$ cat config.mk
export PLATFORM = sky130hd
export DESIGN_NAME = uart_apb_top
export DESIGN_NICKNAME = d
export VERILOG_FILES = /design/src/source/uart_apb_pkg.sv /design/src/source/sync_fifo.sv /design/src/source/uart_serializer.sv /design/src/source/uart_deserializer.sv /design/src/source/apb_uart_regs.sv /design/src/source/uart_apb_top.sv
export VERILOG_INCLUDE_DIRS = /design/src /design/src/source
export SDC_FILE = /design/constraint.sdc
export NUM_CORES = 1
export LEC_CHECK = 0
export CORE_ASPECT_RATIO = 1.4
export CORE_MARGIN = 1.5
export CORE_UTILIZATION = 50
export CTS_BUF_LIST = sky130_fd_sc_hd__clkbuf_16
export DETAILED_ROUTE_END_ITERATION = 6
export DONT_BUFFER_PORTS = 1
export GPL_TIMING_DRIVEN = 0
export PLACE_DENSITY_LB_ADDON = 0.1
export SYNTH_ARGS = -nofsm -noshare
export SYNTH_HDL_FRONTEND = slang
export SYNTH_HIERARCHICAL = 1
export SYNTH_SLANG_ARGS = --single-unit
$ cat constraint.sdc
create_clock -name pclk -period 3.9 [get_ports pclk]
set_input_delay 0.39 -clock pclk [delete_from_list [all_inputs] [get_ports pclk]]
set_output_delay 0.39 -clock pclk [all_outputs]
set_load 0.01 [all_outputs]
$ cat src/source/uart_apb_cfg.svh
`ifndef UART_APB_CFG_SVH
`define UART_APB_CFG_SVH

// Data path and APB bus widths
`define UART_DATA_W 8
`define UART_ADDR_W 7

// The FIFO count is one bit wider than the pointers
`define UART_FIFO_DEPTH 8
`define UART_FIFO_CNT_W 4

`define UART_REG_PRESCALE 0
`define UART_REG_COMMAND  1
`define UART_REG_STATUS   2
`define UART_REG_TRANSMIT 3
`define UART_REG_RECEIVE  4
`endif

$ cat src/source/uart_apb_pkg.sv
`default_nettype none
`include "uart_apb_cfg.svh"

package uart_apb_pkg;

    typedef enum logic [`UART_ADDR_W-1:0] {
        REG_PRESCALE = `UART_REG_PRESCALE,
        REG_COMMAND  = `UART_REG_COMMAND,
        REG_STATUS   = `UART_REG_STATUS,
        REG_TRANSMIT = `UART_REG_TRANSMIT,
        REG_RECEIVE  = `UART_REG_RECEIVE
    } reg_addr_e;

    typedef enum logic [1:0] {TX_IDLE, TX_START, TX_DATA, TX_STOP} tx_state_e;

    typedef enum logic [1:0] {RX_IDLE, RX_START, RX_DATA, RX_STOP} rx_state_e;

    // Bit timing and enables shared by both serial blocks
    typedef struct packed {
        logic [7:0] prescale;
        logic       tx_enable;
        logic       rx_enable;
    } serial_cfg_t;

    typedef struct packed {
        logic                         full;
        logic                         empty;
        logic [`UART_FIFO_CNT_W-1:0] count;
    } fifo_status_t;

endpackage

`default_nettype wire

$ cat src/source/sync_fifo.sv
`timescale 1ns/100ps
`default_nettype none
`include "uart_apb_cfg.svh"

module sync_fifo
    import uart_apb_pkg::*;
(
    input  wire                     pclk,
    input  wire                     reset,
    input  wire                     clear,
    input  wire                     push,
    input  wire [`UART_DATA_W-1:0]  push_data,
    input  wire                     pop,
    output logic [`UART_DATA_W-1:0] pop_data,
    output fifo_status_t            status
);

    localparam int PTR_W = $clog2(`UART_FIFO_DEPTH);
    localparam logic [`UART_FIFO_CNT_W-1:0] DEPTH = `UART_FIFO_DEPTH;

    logic [`UART_DATA_W-1:0]     mem [`UART_FIFO_DEPTH];
    logic [PTR_W-1:0]            wr_ptr;
    logic [PTR_W-1:0]            rd_ptr;
    logic [`UART_FIFO_CNT_W-1:0] count;
    logic                        do_push;
    logic                        do_pop;

    assign status.full  = (count == DEPTH);
    assign status.empty = (count == '0);
    assign status.count = count;

    // A push on full and a pop on empty are dropped
    assign do_push = push && !status.full;
    assign do_pop  = pop && !status.empty;

    assign pop_data = mem[rd_ptr];

    always_ff @(posedge pclk) begin
        if (reset || clear) begin
            wr_ptr <= '0;
            rd_ptr <= '0;
            count  <= '0;
        end else begin
            if (do_push) wr_ptr <= wr_ptr + 1'b1;
            if (do_pop)  rd_ptr <= rd_ptr + 1'b1;
            count <= count + {{(`UART_FIFO_CNT_W-1){1'b0}}, do_push}
                           - {{(`UART_FIFO_CNT_W-1){1'b0}}, do_pop};
        end
    end

    always_ff @(posedge pclk) begin
        if (do_push) mem[wr_ptr] <= push_data;
    end

    a_count_bound: assert property (@(posedge pclk) disable iff (reset) count <= DEPTH);
    a_ptr_count:   assert property (@(posedge pclk) disable iff (reset)
                                    wr_ptr - rd_ptr == count[PTR_W-1:0]);

endmodule

`default_nettype wire

$ cat src/source/uart_serializer.sv
`timescale 1ns/100ps
`default_nettype none
`include "uart_apb_cfg.svh"

module uart_serializer
    import uart_apb_pkg::*;
(
    input  wire                    pclk,
    input  wire                    reset,
    input  wire serial_cfg_t       cfg,
    input  wire fifo_status_t      fifo_status,
    input  wire [`UART_DATA_W-1:0] fifo_data,
    output logic                   fifo_pop,
    output logic                   txd
);

    tx_state_e               state;
    logic [7:0]              cnt;
    logic [2:0]              bit_cnt;
    logic [`UART_DATA_W-1:0] shift;
    logic                    bit_end;

    // The enable is only looked at here, so a frame in flight always completes
    assign fifo_pop = (state == TX_IDLE) && cfg.tx_enable && !fifo_status.empty;
    assign bit_end  = (cnt == cfg.prescale);

    always_ff @(posedge pclk) begin
        if (reset) begin
            state   <= TX_IDLE;
            cnt     <= '0;
            bit_cnt <= '0;
            txd     <= 1'b1;
        end else begin
            cnt <= bit_end ? '0 : cnt + 8'd1;
            case (state)
                TX_IDLE: begin
                    cnt <= '0;
                    txd <= !fifo_pop;
                    if (fifo_pop) state <= TX_START;
                end
                TX_START: if (bit_end) begin
                    state   <= TX_DATA;
                    bit_cnt <= '0;
                    txd     <= shift[0];
                end
                TX_DATA: if (bit_end) begin
                    bit_cnt <= bit_cnt + 3'd1;
                    txd     <= (bit_cnt == 3'd7) ? 1'b1 : shift[1];
                    if (bit_cnt == 3'd7) state <= TX_STOP;
                end
                default: if (bit_end) state <= TX_IDLE;
            endcase
        end
    end

    always_ff @(posedge pclk) begin
        if (fifo_pop) shift <= fifo_data;
        else if (state == TX_DATA && bit_end) shift <= shift >> 1;
    end

    a_idle_high: assert property (@(posedge pclk) disable iff (reset)
                                  state == TX_IDLE |-> txd);

endmodule

`default_nettype wire

$ cat src/source/uart_deserializer.sv
`timescale 1ns/100ps
`default_nettype none
`include "uart_apb_cfg.svh"

module uart_deserializer
    import uart_apb_pkg::*;
(
    input  wire                     pclk,
    input  wire                     reset,
    input  wire serial_cfg_t        cfg,
    input  wire                     rxd,
    output logic                    rx_valid,
    output logic [`UART_DATA_W-1:0] rx_data
);

    rx_state_e  state;
    logic       rxd_meta;
    logic       rxd_sync;
    logic       rxd_prev;
    logic [7:0] cnt;
    logic [2:0] bit_cnt;
    logic       bit_end;
    logic       half_bit;

    assign bit_end  = (cnt == cfg.prescale);
    assign half_bit = (cnt == {1'b0, cfg.prescale[7:1]});

    // ############################################################
    // Input synchronizer and edge detect
    // ############################################################
    always_ff @(posedge pclk) begin
        if (reset) begin
            rxd_meta <= 1'b1;
            rxd_sync <= 1'b1;
            rxd_prev <= 1'b1;
        end else begin
            rxd_meta <= rxd;
            rxd_sync <= rxd_meta;
            rxd_prev <= rxd_sync;
        end
    end

    always_ff @(posedge pclk) begin
        if (reset) begin
            state    <= RX_IDLE;
            cnt      <= '0;
            bit_cnt  <= '0;
            rx_valid <= 1'b0;
        end else begin
            rx_valid <= 1'b0;
            cnt      <= bit_end ? '0 : cnt + 8'd1;
            case (state)
                RX_IDLE: begin
                    cnt <= '0;
                    if (cfg.rx_enable && rxd_prev && !rxd_sync) state <= RX_START;
                end
                // From here on every sample lands mid-bit
                RX_START: if (half_bit) begin
                    cnt     <= '0;
                    bit_cnt <= '0;
                    state   <= rxd_sync ? RX_IDLE : RX_DATA;
                end
                RX_DATA: if (bit_end) begin
                    bit_cnt <= bit_cnt + 3'd1;
                    if (bit_cnt == 3'd7) state <= RX_STOP;
                end
                default: if (bit_end) begin
                    state    <= RX_IDLE;
                    rx_valid <= rxd_sync;
                end
            endcase
        end
    end

    // LSB arrives first, so bits enter at the top
    always_ff @(posedge pclk) begin
        if (state == RX_DATA && bit_end) rx_data <= {rxd_sync, rx_data[`UART_DATA_W-1:1]};
    end

    a_min_prescale: assert property (@(posedge pclk) disable iff (reset)
                                     cfg.rx_enable |-> cfg.prescale >= 8'd3);

endmodule

`default_nettype wire

$ cat src/source/apb_uart_regs.sv
`timescale 1ns/100ps
`default_nettype none
`include "uart_apb_cfg.svh"

module apb_uart_regs
    import uart_apb_pkg::*;
(
    input  wire                     pclk,
    input  wire                     reset,
    input  wire                     psel,
    input  wire                     penable,
    input  wire                     pwrite,
    input  wire [`UART_ADDR_W-1:0]  paddr,
    input  wire [`UART_DATA_W-1:0]  pwdata,
    output logic [`UART_DATA_W-1:0] prdata,
    output logic                    pready,
    output serial_cfg_t             cfg,
    output logic                    fifo_clear,
    output logic                    tx_push,
    output logic [`UART_DATA_W-1:0] tx_data,
    input  wire fifo_status_t       tx_status,
    input  wire fifo_status_t       rx_status,
    output logic                    rx_pop,
    input  wire [`UART_DATA_W-1:0]  rx_head,
    input  wire                     rx_valid
);

    localparam logic [7:0] PRESCALE_RST = 8'd15;

    reg_addr_e addr;
    logic      access;
    logic      wr_en;
    logic      rd_en;
    logic      overrun;

    assign addr   = reg_addr_e'(paddr);
    assign access = psel && penable;
    assign wr_en  = access && pwrite;
    assign rd_en  = access && !pwrite;

    // With zero wait states every access phase completes at once
    assign pready = access;

    // ############################################################
    // Strobes to the FIFOs
    // ############################################################
    assign fifo_clear = wr_en && (addr == REG_COMMAND) && pwdata[2];
    assign tx_push    = wr_en && (addr == REG_TRANSMIT);
    assign tx_data    = pwdata;
    assign rx_pop     = rd_en && (addr == REG_RECEIVE);

    always_ff @(posedge pclk) begin
        if (reset) begin
            cfg.prescale  <= PRESCALE_RST;
            cfg.tx_enable <= 1'b0;
            cfg.rx_enable <= 1'b0;
        end else if (wr_en) begin
            if (addr == REG_PRESCALE) cfg.prescale <= pwdata;
            if (addr == REG_COMMAND) begin
                cfg.tx_enable <= pwdata[0];
                cfg.rx_enable <= pwdata[1];
            end
        end
    end

    // Overrun stays set until a clear because the byte that caused it is lost
    always_ff @(posedge pclk) begin
        if (reset || fifo_clear) overrun <= 1'b0;
        else if (rx_valid && rx_status.full) overrun <= 1'b1;
    end

    always_comb begin
        prdata = '0;
        if (rd_en) begin
            case (addr)
                REG_PRESCALE: prdata = cfg.prescale;
                REG_COMMAND:  prdata = {6'd0, cfg.rx_enable, cfg.tx_enable};
                REG_STATUS:   prdata = {3'd0, overrun, rx_status.empty, rx_status.full,
                                        tx_status.empty, tx_status.full};
                REG_RECEIVE:  prdata = rx_status.empty ? '0 : rx_head;
                default:      prdata = '0;
            endcase
        end
    end

    a_apb_phase: assert property (@(posedge pclk) disable iff (reset) penable |-> psel);

endmodule

`default_nettype wire

$ cat src/source/uart_apb_top.sv
`timescale 1ns/100ps
`default_nettype none
`include "uart_apb_cfg.svh"

module uart_apb_top
    import uart_apb_pkg::*;
(
    input  wire                     pclk,
    input  wire                     reset,
    input  wire                     psel,
    input  wire                     penable,
    input  wire                     pwrite,
    input  wire [`UART_ADDR_W-1:0]  paddr,
    input  wire [`UART_DATA_W-1:0]  pwdata,
    output logic [`UART_DATA_W-1:0] prdata,
    output logic                    pready,
    input  wire                     rxd,
    output logic                    txd
);

    serial_cfg_t             cfg;
    fifo_status_t            tx_status, rx_status;
    logic                    fifo_clear, tx_push, tx_pop, rx_pop, rx_valid;
    logic [`UART_DATA_W-1:0] tx_data, tx_head, rx_data, rx_head;

    apb_uart_regs regs (
        .pclk(pclk), .reset(reset), .psel(psel), .penable(penable), .pwrite(pwrite),
        .paddr(paddr), .pwdata(pwdata), .prdata(prdata), .pready(pready), .cfg(cfg),
        .fifo_clear(fifo_clear), .tx_push(tx_push), .tx_data(tx_data),
        .tx_status(tx_status), .rx_status(rx_status), .rx_pop(rx_pop),
        .rx_head(rx_head), .rx_valid(rx_valid)
    );

    // Transmit path
    sync_fifo tx_fifo (
        .pclk(pclk), .reset(reset), .clear(fifo_clear), .push(tx_push),
        .push_data(tx_data), .pop(tx_pop), .pop_data(tx_head), .status(tx_status)
    );
    uart_serializer serializer (
        .pclk(pclk), .reset(reset), .cfg(cfg), .fifo_status(tx_status),
        .fifo_data(tx_head), .fifo_pop(tx_pop), .txd(txd)
    );

    // Receive path
    uart_deserializer deserializer (
        .pclk(pclk), .reset(reset), .cfg(cfg), .rxd(rxd),
        .rx_valid(rx_valid), .rx_data(rx_data)
    );
    sync_fifo rx_fifo (
        .pclk(pclk), .reset(reset), .clear(fifo_clear), .push(rx_valid),
        .push_data(rx_data), .pop(rx_pop), .pop_data(rx_head), .status(rx_status)
    );

endmodule

`default_nettype wire

# Yosys cells after proc, flatten, opt, wreduce, memory -nomap -nowiden
# Memories as Yosys holds them, arrays and structs flattened. A register that Yosys moved wholly into a read port is not among the register bits.
# Cells that the tools add are included.
[word_totals]
in_bits = 21
out_inout_bits = 10
n_memories = 2
ramBits = 128
reg_bits = 78
[op_classes]
n_bitwise = 1
addsub = 12
eq_ne = 23
mux = 39
n_reduce_logical = 46
[mem_list]
columns = ["memory", "words", "word_bits", "rd", "rd_ports_with_merged_regs", "wr", "line_no", "text"]
rows = [
  ["rx_fifo.mem", 8, 8, 1, 1, 1, "sync_fifo.sv:21", "logic [`UART_DATA_W-1:0] mem [`UART_FIFO_DEPTH];"],
  ["tx_fifo.mem", 8, 8, 1, 1, 1, "sync_fifo.sv:21", ""],
]
[ops]
columns = ["operator", "count"]
rows = [
  ["8-bit two-way mux", 6],
  ["8-bit case mux with 4 select lines", 1],
  ["3-bit two-way mux", 8],
  ["2-bit two-way mux", 11],
  ["3-bit by 1-bit adder with 3-bit output, second input constant", 6],
  ["1-bit logical AND", 18],
  ["8-bit by 1-bit adder with 8-bit output, second input constant", 2],
  ["8-bit equality test", 2],
  ["2-bit by 1-bit inequality test with 1-bit output, second input constant", 8],
  ["8-bit case mux with 2 select lines", 1],
  ["7-bit by 2-bit equality test with 1-bit output, second input constant", 2],
  ["2-bit case mux with 3 select lines", 2],
  ["3-bit case mux with 2 select lines", 2],
  ["5-bit AND reduction", 2],
  ["3-bit AND reduction", 3],
  ["4-bit by 1-bit adder with 4-bit output", 2],
  ["4-bit equality test, second input constant", 2],
  ["8-bit by 7-bit equality test with 1-bit output", 1],
  ["4-bit logical NOT", 2],
  ["2-bit nonzero test", 4],
  ["4-bit by 1-bit subtractor with 4-bit output", 2],
  ["7-bit by 1-bit equality test with 1-bit output, second input constant", 1],
  ["7-bit by 3-bit equality test with 1-bit output, second input constant", 1],
  ["1-bit logical NOT", 7],
  ["other kinds (13)", 25],
]

# Logic depth before layout (Yosys ltp)
[depth]
ltp_word = 6
depth_mapped = 13
mapped_depth_nobuf = 13

# By module
# Netlist, hierarchy kept.
[by_module_without_submodules]
columns = ["mod", "n_inst", "area_each_um2", "cells_per_inst"]
rows = [
  ["sync_fifo", 2, 3186.8, 174],
  ["uart_serializer", 1, 1219.9, 130],
  ["uart_deserializer", 1, 1198.6, 112],
  ["apb_uart_regs", 1, 925.9, 116],
]

# Worst setup path before layout
# OpenSTA, ideal clock, no wires.
[synth_path]
path_type = "input-to-reg"
start = "input port paddr[3]"
end = "memory tx_fifo/mem[0][0] (netlist name), enable pin"
path_stages = 6
path_slack_ns = 0.880
n_path_buf = 2
arrival_ns = 2.625
cell_sequence = "or4_4 > buf_6 > clkbuf_1 > nor3_1 > nand2_2 > nor4_1"
[synth_via]
elab_chain_cells = 5
[synth_rtl]
columns = ["element", "line_no", "text"]
rows = [
  ["from (decl)", "uart_apb_top.sv:13", "input wire [`UART_ADDR_W-1:0] paddr,"],
  ["7-bit by 2-bit equality test with 1-bit output", "apb_uart_regs.sv:48", "assign tx_push = wr_en && (addr == REG_TRANSMIT);"],
  ["1-bit logical AND", "apb_uart_regs.sv:48", ""],
  ["net tx_push", "uart_apb_top.sv:23", "logic fifo_clear, tx_push, tx_pop, rx_pop, rx_valid;"],
  ["1-bit logical AND", "sync_fifo.sv:33", "assign do_push = push && !status.full;"],
  ["1-bit two-way mux", "sync_fifo.sv:52", "if (do_push) mem[wr_ptr] <= push_data;"],
  ["1-bit two-way mux (implied by the code)", "sync_fifo.sv:52", ""],
  ["to (decl)", "sync_fifo.sv:21", ""],
]
# The timed path passes the listed nets, and every way through them passes these cells.

==> results.txt <==
During I/O placement, the number of pins put on the boundary was 31. The number of register bits inferred by synthesis came out at 212. The die extent in y came out at 168.0 um. The reported max-cap violation count came out at 0. The number of vias after detailed routing came out at 5,757. In this run the tightest slew margin relative to its limit is 5.376%.

The count of antenna-violating nets left after detailed routing is 0. The root buffer cell is sky130_fd_sc_hd__clkbuf_16. The diode insertion count for antenna repair is 0.

The number of antenna violations at the first check in global routing came out at 0. The clock transition at the registers of the reported paths is 60 ps. The leakage power is 3.698 nW. Of all nets on the critical path, the largest fanout is 11. The detailed-placement wirelength estimate is 14,460 um. The worst register-to-register path ends at tx_fifo/count[2]$_SDFF_PP0_. The final critical-path required period came out at 3234 ps.

CTS saw 212 sinks. Row generation in the floorplan step produced 60 rows. Setup violations remaining at the end of the flow were counted as 0.

The mapped netlist covers 9718 sq um. The port buffer count came out at 0. The worst IR drop on VDD is 0.3856 mV. The wire length per cell after detailed routing is 20.39 um. The count of routing violations after the opening detailed-route iteration is 445. The insertion delay of the later-clocked pin in the worst-skew pair is 500 ps.

The post-route cell area is 10,810 sq um. Leaving out fill and tap cells, the most frequent cells in the layout are sky130_fd_sc_hd__edfxtp_1 (144), sky130_fd_sc_hd__dfxtp_1 (68), sky130_fd_sc_hd__nand2_1 (51), sky130_fd_sc_hd__nor2_1 (33), sky130_fd_sc_hd__nand3_1 (33). CTS built an H-tree with a depth of 1. The post-route worst hold slack came out at 26.22 ps. The total of warnings raised by yosys is 6. The global-route usage over all layers came out at 20.60%.

The post-synthesis instance total is 706. The net count after synthesis came out at 757. Counting instances, the worst hold path has a depth of 1. The net count of the finished layout is 787. The fraction of layout instances using a drive strength above 1 came out at 14.95%.

The initial utilization of the core area, before any placement, comes to 50.76%. The instance area after placement came out at 10,090 sq um. Entering global routing, the biggest net connects 16 pins.

After layout, the worst setup slack is 666.1 ps. The path with the worst hold slack has its endpoint at deserializer/rxd_prev$_SDFF_PP1_. The area of the placeable core is 19,140 sq um. The register-to-register setup slack is 670 ps. The area growth from synthesis to layout is 11.21%.

The slew at the pin closest to its max-slew limit came out at 1409 ps. The final cycle utilization of the critical path came out at 82.92%. Counting the buffers created by CTS gives 21. The final-layout fill cell count is 1,575.

The number of gates resized after cts is 0. The number of global-route vias before repair is 5,965. The count of endpoints failing hold in the final timing report is 0.

In this run the horizontal extent of the chip is 120.8 um. The share of the yosys chip area belonging to registers came out at 58.50%. STA classifies the critical path startpoint as a flop. For the worst setup path, the data required time is 4310 ps.

The run finished with clean final reports. The clock arrives with 10.06 ps of skew. The sum of overflow across all layers after global routing came out at 0.

The start point of the worst min-delay path is reset. Before CTS, the worst setup slack after placement is 190.2 ps. The critical path is of the reg2reg type. The overall routed net length came out at 20,330 um. The worst reg2reg path depth came out at 13. The final max-slew violation count came out at 0. The tightest min-delay check is of the in2reg type. In the routed layout, each cell is associated on average with a via count of 5.774.

TritonCTS built the clock tree. The number of enable-type register cells in the synthesized netlist is 144. The highest clock frequency the design can meet is 0.3092 GHz. The summed negative setup slack over all endpoints came out at 0 ps.

The startpoint identified for the worst register-to-register timing path is tx_fifo/count[2]$_SDFF_PP0_. The mean post-synth cell area is 13.76 sq um. The first global-routing pass estimated 32,000 um of wire. STA classifies the critical path endpoint as a flop. The die covers 20,290 sq um. For this run, design rule violations remaining after detail routing come to 0. No sink is reached through more buffers than the 3 on the longest clock path.

The core occupancy in the finished layout is 56.46%. The count of cell types in the netlist is 69. Routability-driven placement finished with a final weighted congestion of 0.7875. The data arrival time of the worst path is 3650 ps.

Setup repair after global routing left no endpoint under its margin. Of all flip-flops after synthesis, the portion carrying an async set or reset was 0%. The power density relative to cell area came out at 421.1 nW/um^2. The most used flip-flop cell after synthesis is sky130_fd_sc_hd__edfxtp_1. The pre-antenna-repair detailed-routing pass consisted of 5 iterations.

Leaving out fill and tap cells, the most frequent cell in the layout is sky130_fd_sc_hd__edfxtp_1.
==> per-layer routing <==
layer	GRT usage [%]	share of wire, %
met1	23.48	38
met2	38.29	55
met3	4.675	5.3
met4	5.780	2.1
met5	0	0
==> final cells by class <==
type                            count  area (sq um)  share of cell area [%]
Sequential cell                   212          5685                   52.60
Multi-Input combinational cell    434          3745                   34.65
Clock buffer                       21         525.5                   4.862
Tap cell                          248         310.3                   2.871
Buffer                             39         257.7                   2.385
Clock inverter                     15         145.1                   1.343
Inverter                           21         78.83                  0.7293
Timing Repair Buffer                7         60.06                  0.5557
==> cells in the mapped netlist, drive strengths merged, types with 18 or more instances <==
cell	count	share of area (%)
mux4	32	8.6
nand3	33	1.7
xnor2	23	2.1
buf	24	2.1
inv	21	0.81
nor2	33	1.3
mux2	18	2.1
edfxtp	144	44
a21oi	21	1.2
dfxtp	68	14
ha	28	3.6
nand2	53	2.1
mux2i	19	2.0
==> cells by family (layout without fill, tap and decap cells) <==
group | Yosys count | after routing | share of synthesized area, %
AND/OR/NAND/NOR | 218 | 218 | 12.10
flip-flops | 212 | 212 | 58.50
AO/OA/AOI/OAI | 77 | 77 | 5.678
multiplexers | 69 | 69 | 12.62
buffers and inverters | 60 | 103 | 3.463
XOR/XNOR | 39 | 39 | 3.515
adder cells (fa/ha/maj) | 31 | 31 | 4.120
==> worst max path at each step <==
stage                                            from                          end  slack, ps  depth (start not counted)
final                     tx_fifo/count[2]$_SDFF_PP0_  tx_fifo/count[2]$_SDFF_PP0_        670                         13
after global routing      tx_fifo/count[2]$_SDFF_PP0_  tx_fifo/count[2]$_SDFF_PP0_        450                         13
after CTS                 rx_fifo/count[2]$_SDFF_PP0_                    prdata[1]        490                          7
after detailed placement                     paddr[3]  tx_fifo/mem[2][0]$_DFFE_PP_        190                          6
after global placement                       paddr[3]  tx_fifo/mem[0][6]$_DFFE_PP_       -100                          6
after floorplan                              paddr[3]  tx_fifo/mem[0][0]$_DFFE_PP_        880                          6
==> flip-flops by register name, indices dropped and copies added, names as in the netlist, 2 cells and up, named ones only <==
signal	flops
tx_fifo/count	4
deserializer/rx_data	8
serializer/state	2
rx_fifo/rd_ptr	3
regs/cfg	10
serializer/shift	8
deserializer/state	2
tx_fifo/rd_ptr	3
tx_fifo/mem	64
tx_fifo/wr_ptr	3
rx_fifo/wr_ptr	3
rx_fifo/count	4
deserializer/bit_cnt	3
serializer/bit_cnt	3
serializer/cnt	8
rx_fifo/mem	64
deserializer/cnt	8
==> per-stage QoR <==
step	power (W)	cells
2_1_floorplan	0.002576	706
3_3_place_gp	0.002605	954
3_5_place_dp	0.002611	958
4_1_cts	0.004603	997
5_1_grt	0.004698	997
6_report	0.004552	997
==> repair_timing <==
item | CTS | global route
hold buffers | 3 | 0
endpoints found under the hold margin | 7 | 0
setup buffers | 0 | 0
==> worst max-delay path: stages (launching register included) <==
cell and delay [ps]:
sky130_fd_sc_hd__dfxtp_1 300, sky130_fd_sc_hd__inv_1 80, sky130_fd_sc_hd__ha_1 140, sky130_fd_sc_hd__or3b_2 480
sky130_fd_sc_hd__inv_1 190, sky130_fd_sc_hd__nand3b_1 370, sky130_fd_sc_hd__inv_2 210, sky130_fd_sc_hd__nand2_1 290
sky130_fd_sc_hd__xor2_1 200, sky130_fd_sc_hd__ha_1 190, sky130_fd_sc_hd__inv_1 60, sky130_fd_sc_hd__fa_1 370
sky130_fd_sc_hd__xor2_1 170, sky130_fd_sc_hd__nor3_1 110
==> report_power, final <==
part	internal, W	total, W	leakage [nW]	switching, W
Clock	0.00117	0.00198	0.345	0.000809
Sequential	0.00239	0.00241	1.84	0.0000140
Combinational	0.0000657	0.000162	1.51	0.0000967
Total	0.00363	0.00455	3.70	0.000919
Power figures use the tool's default switching activity.
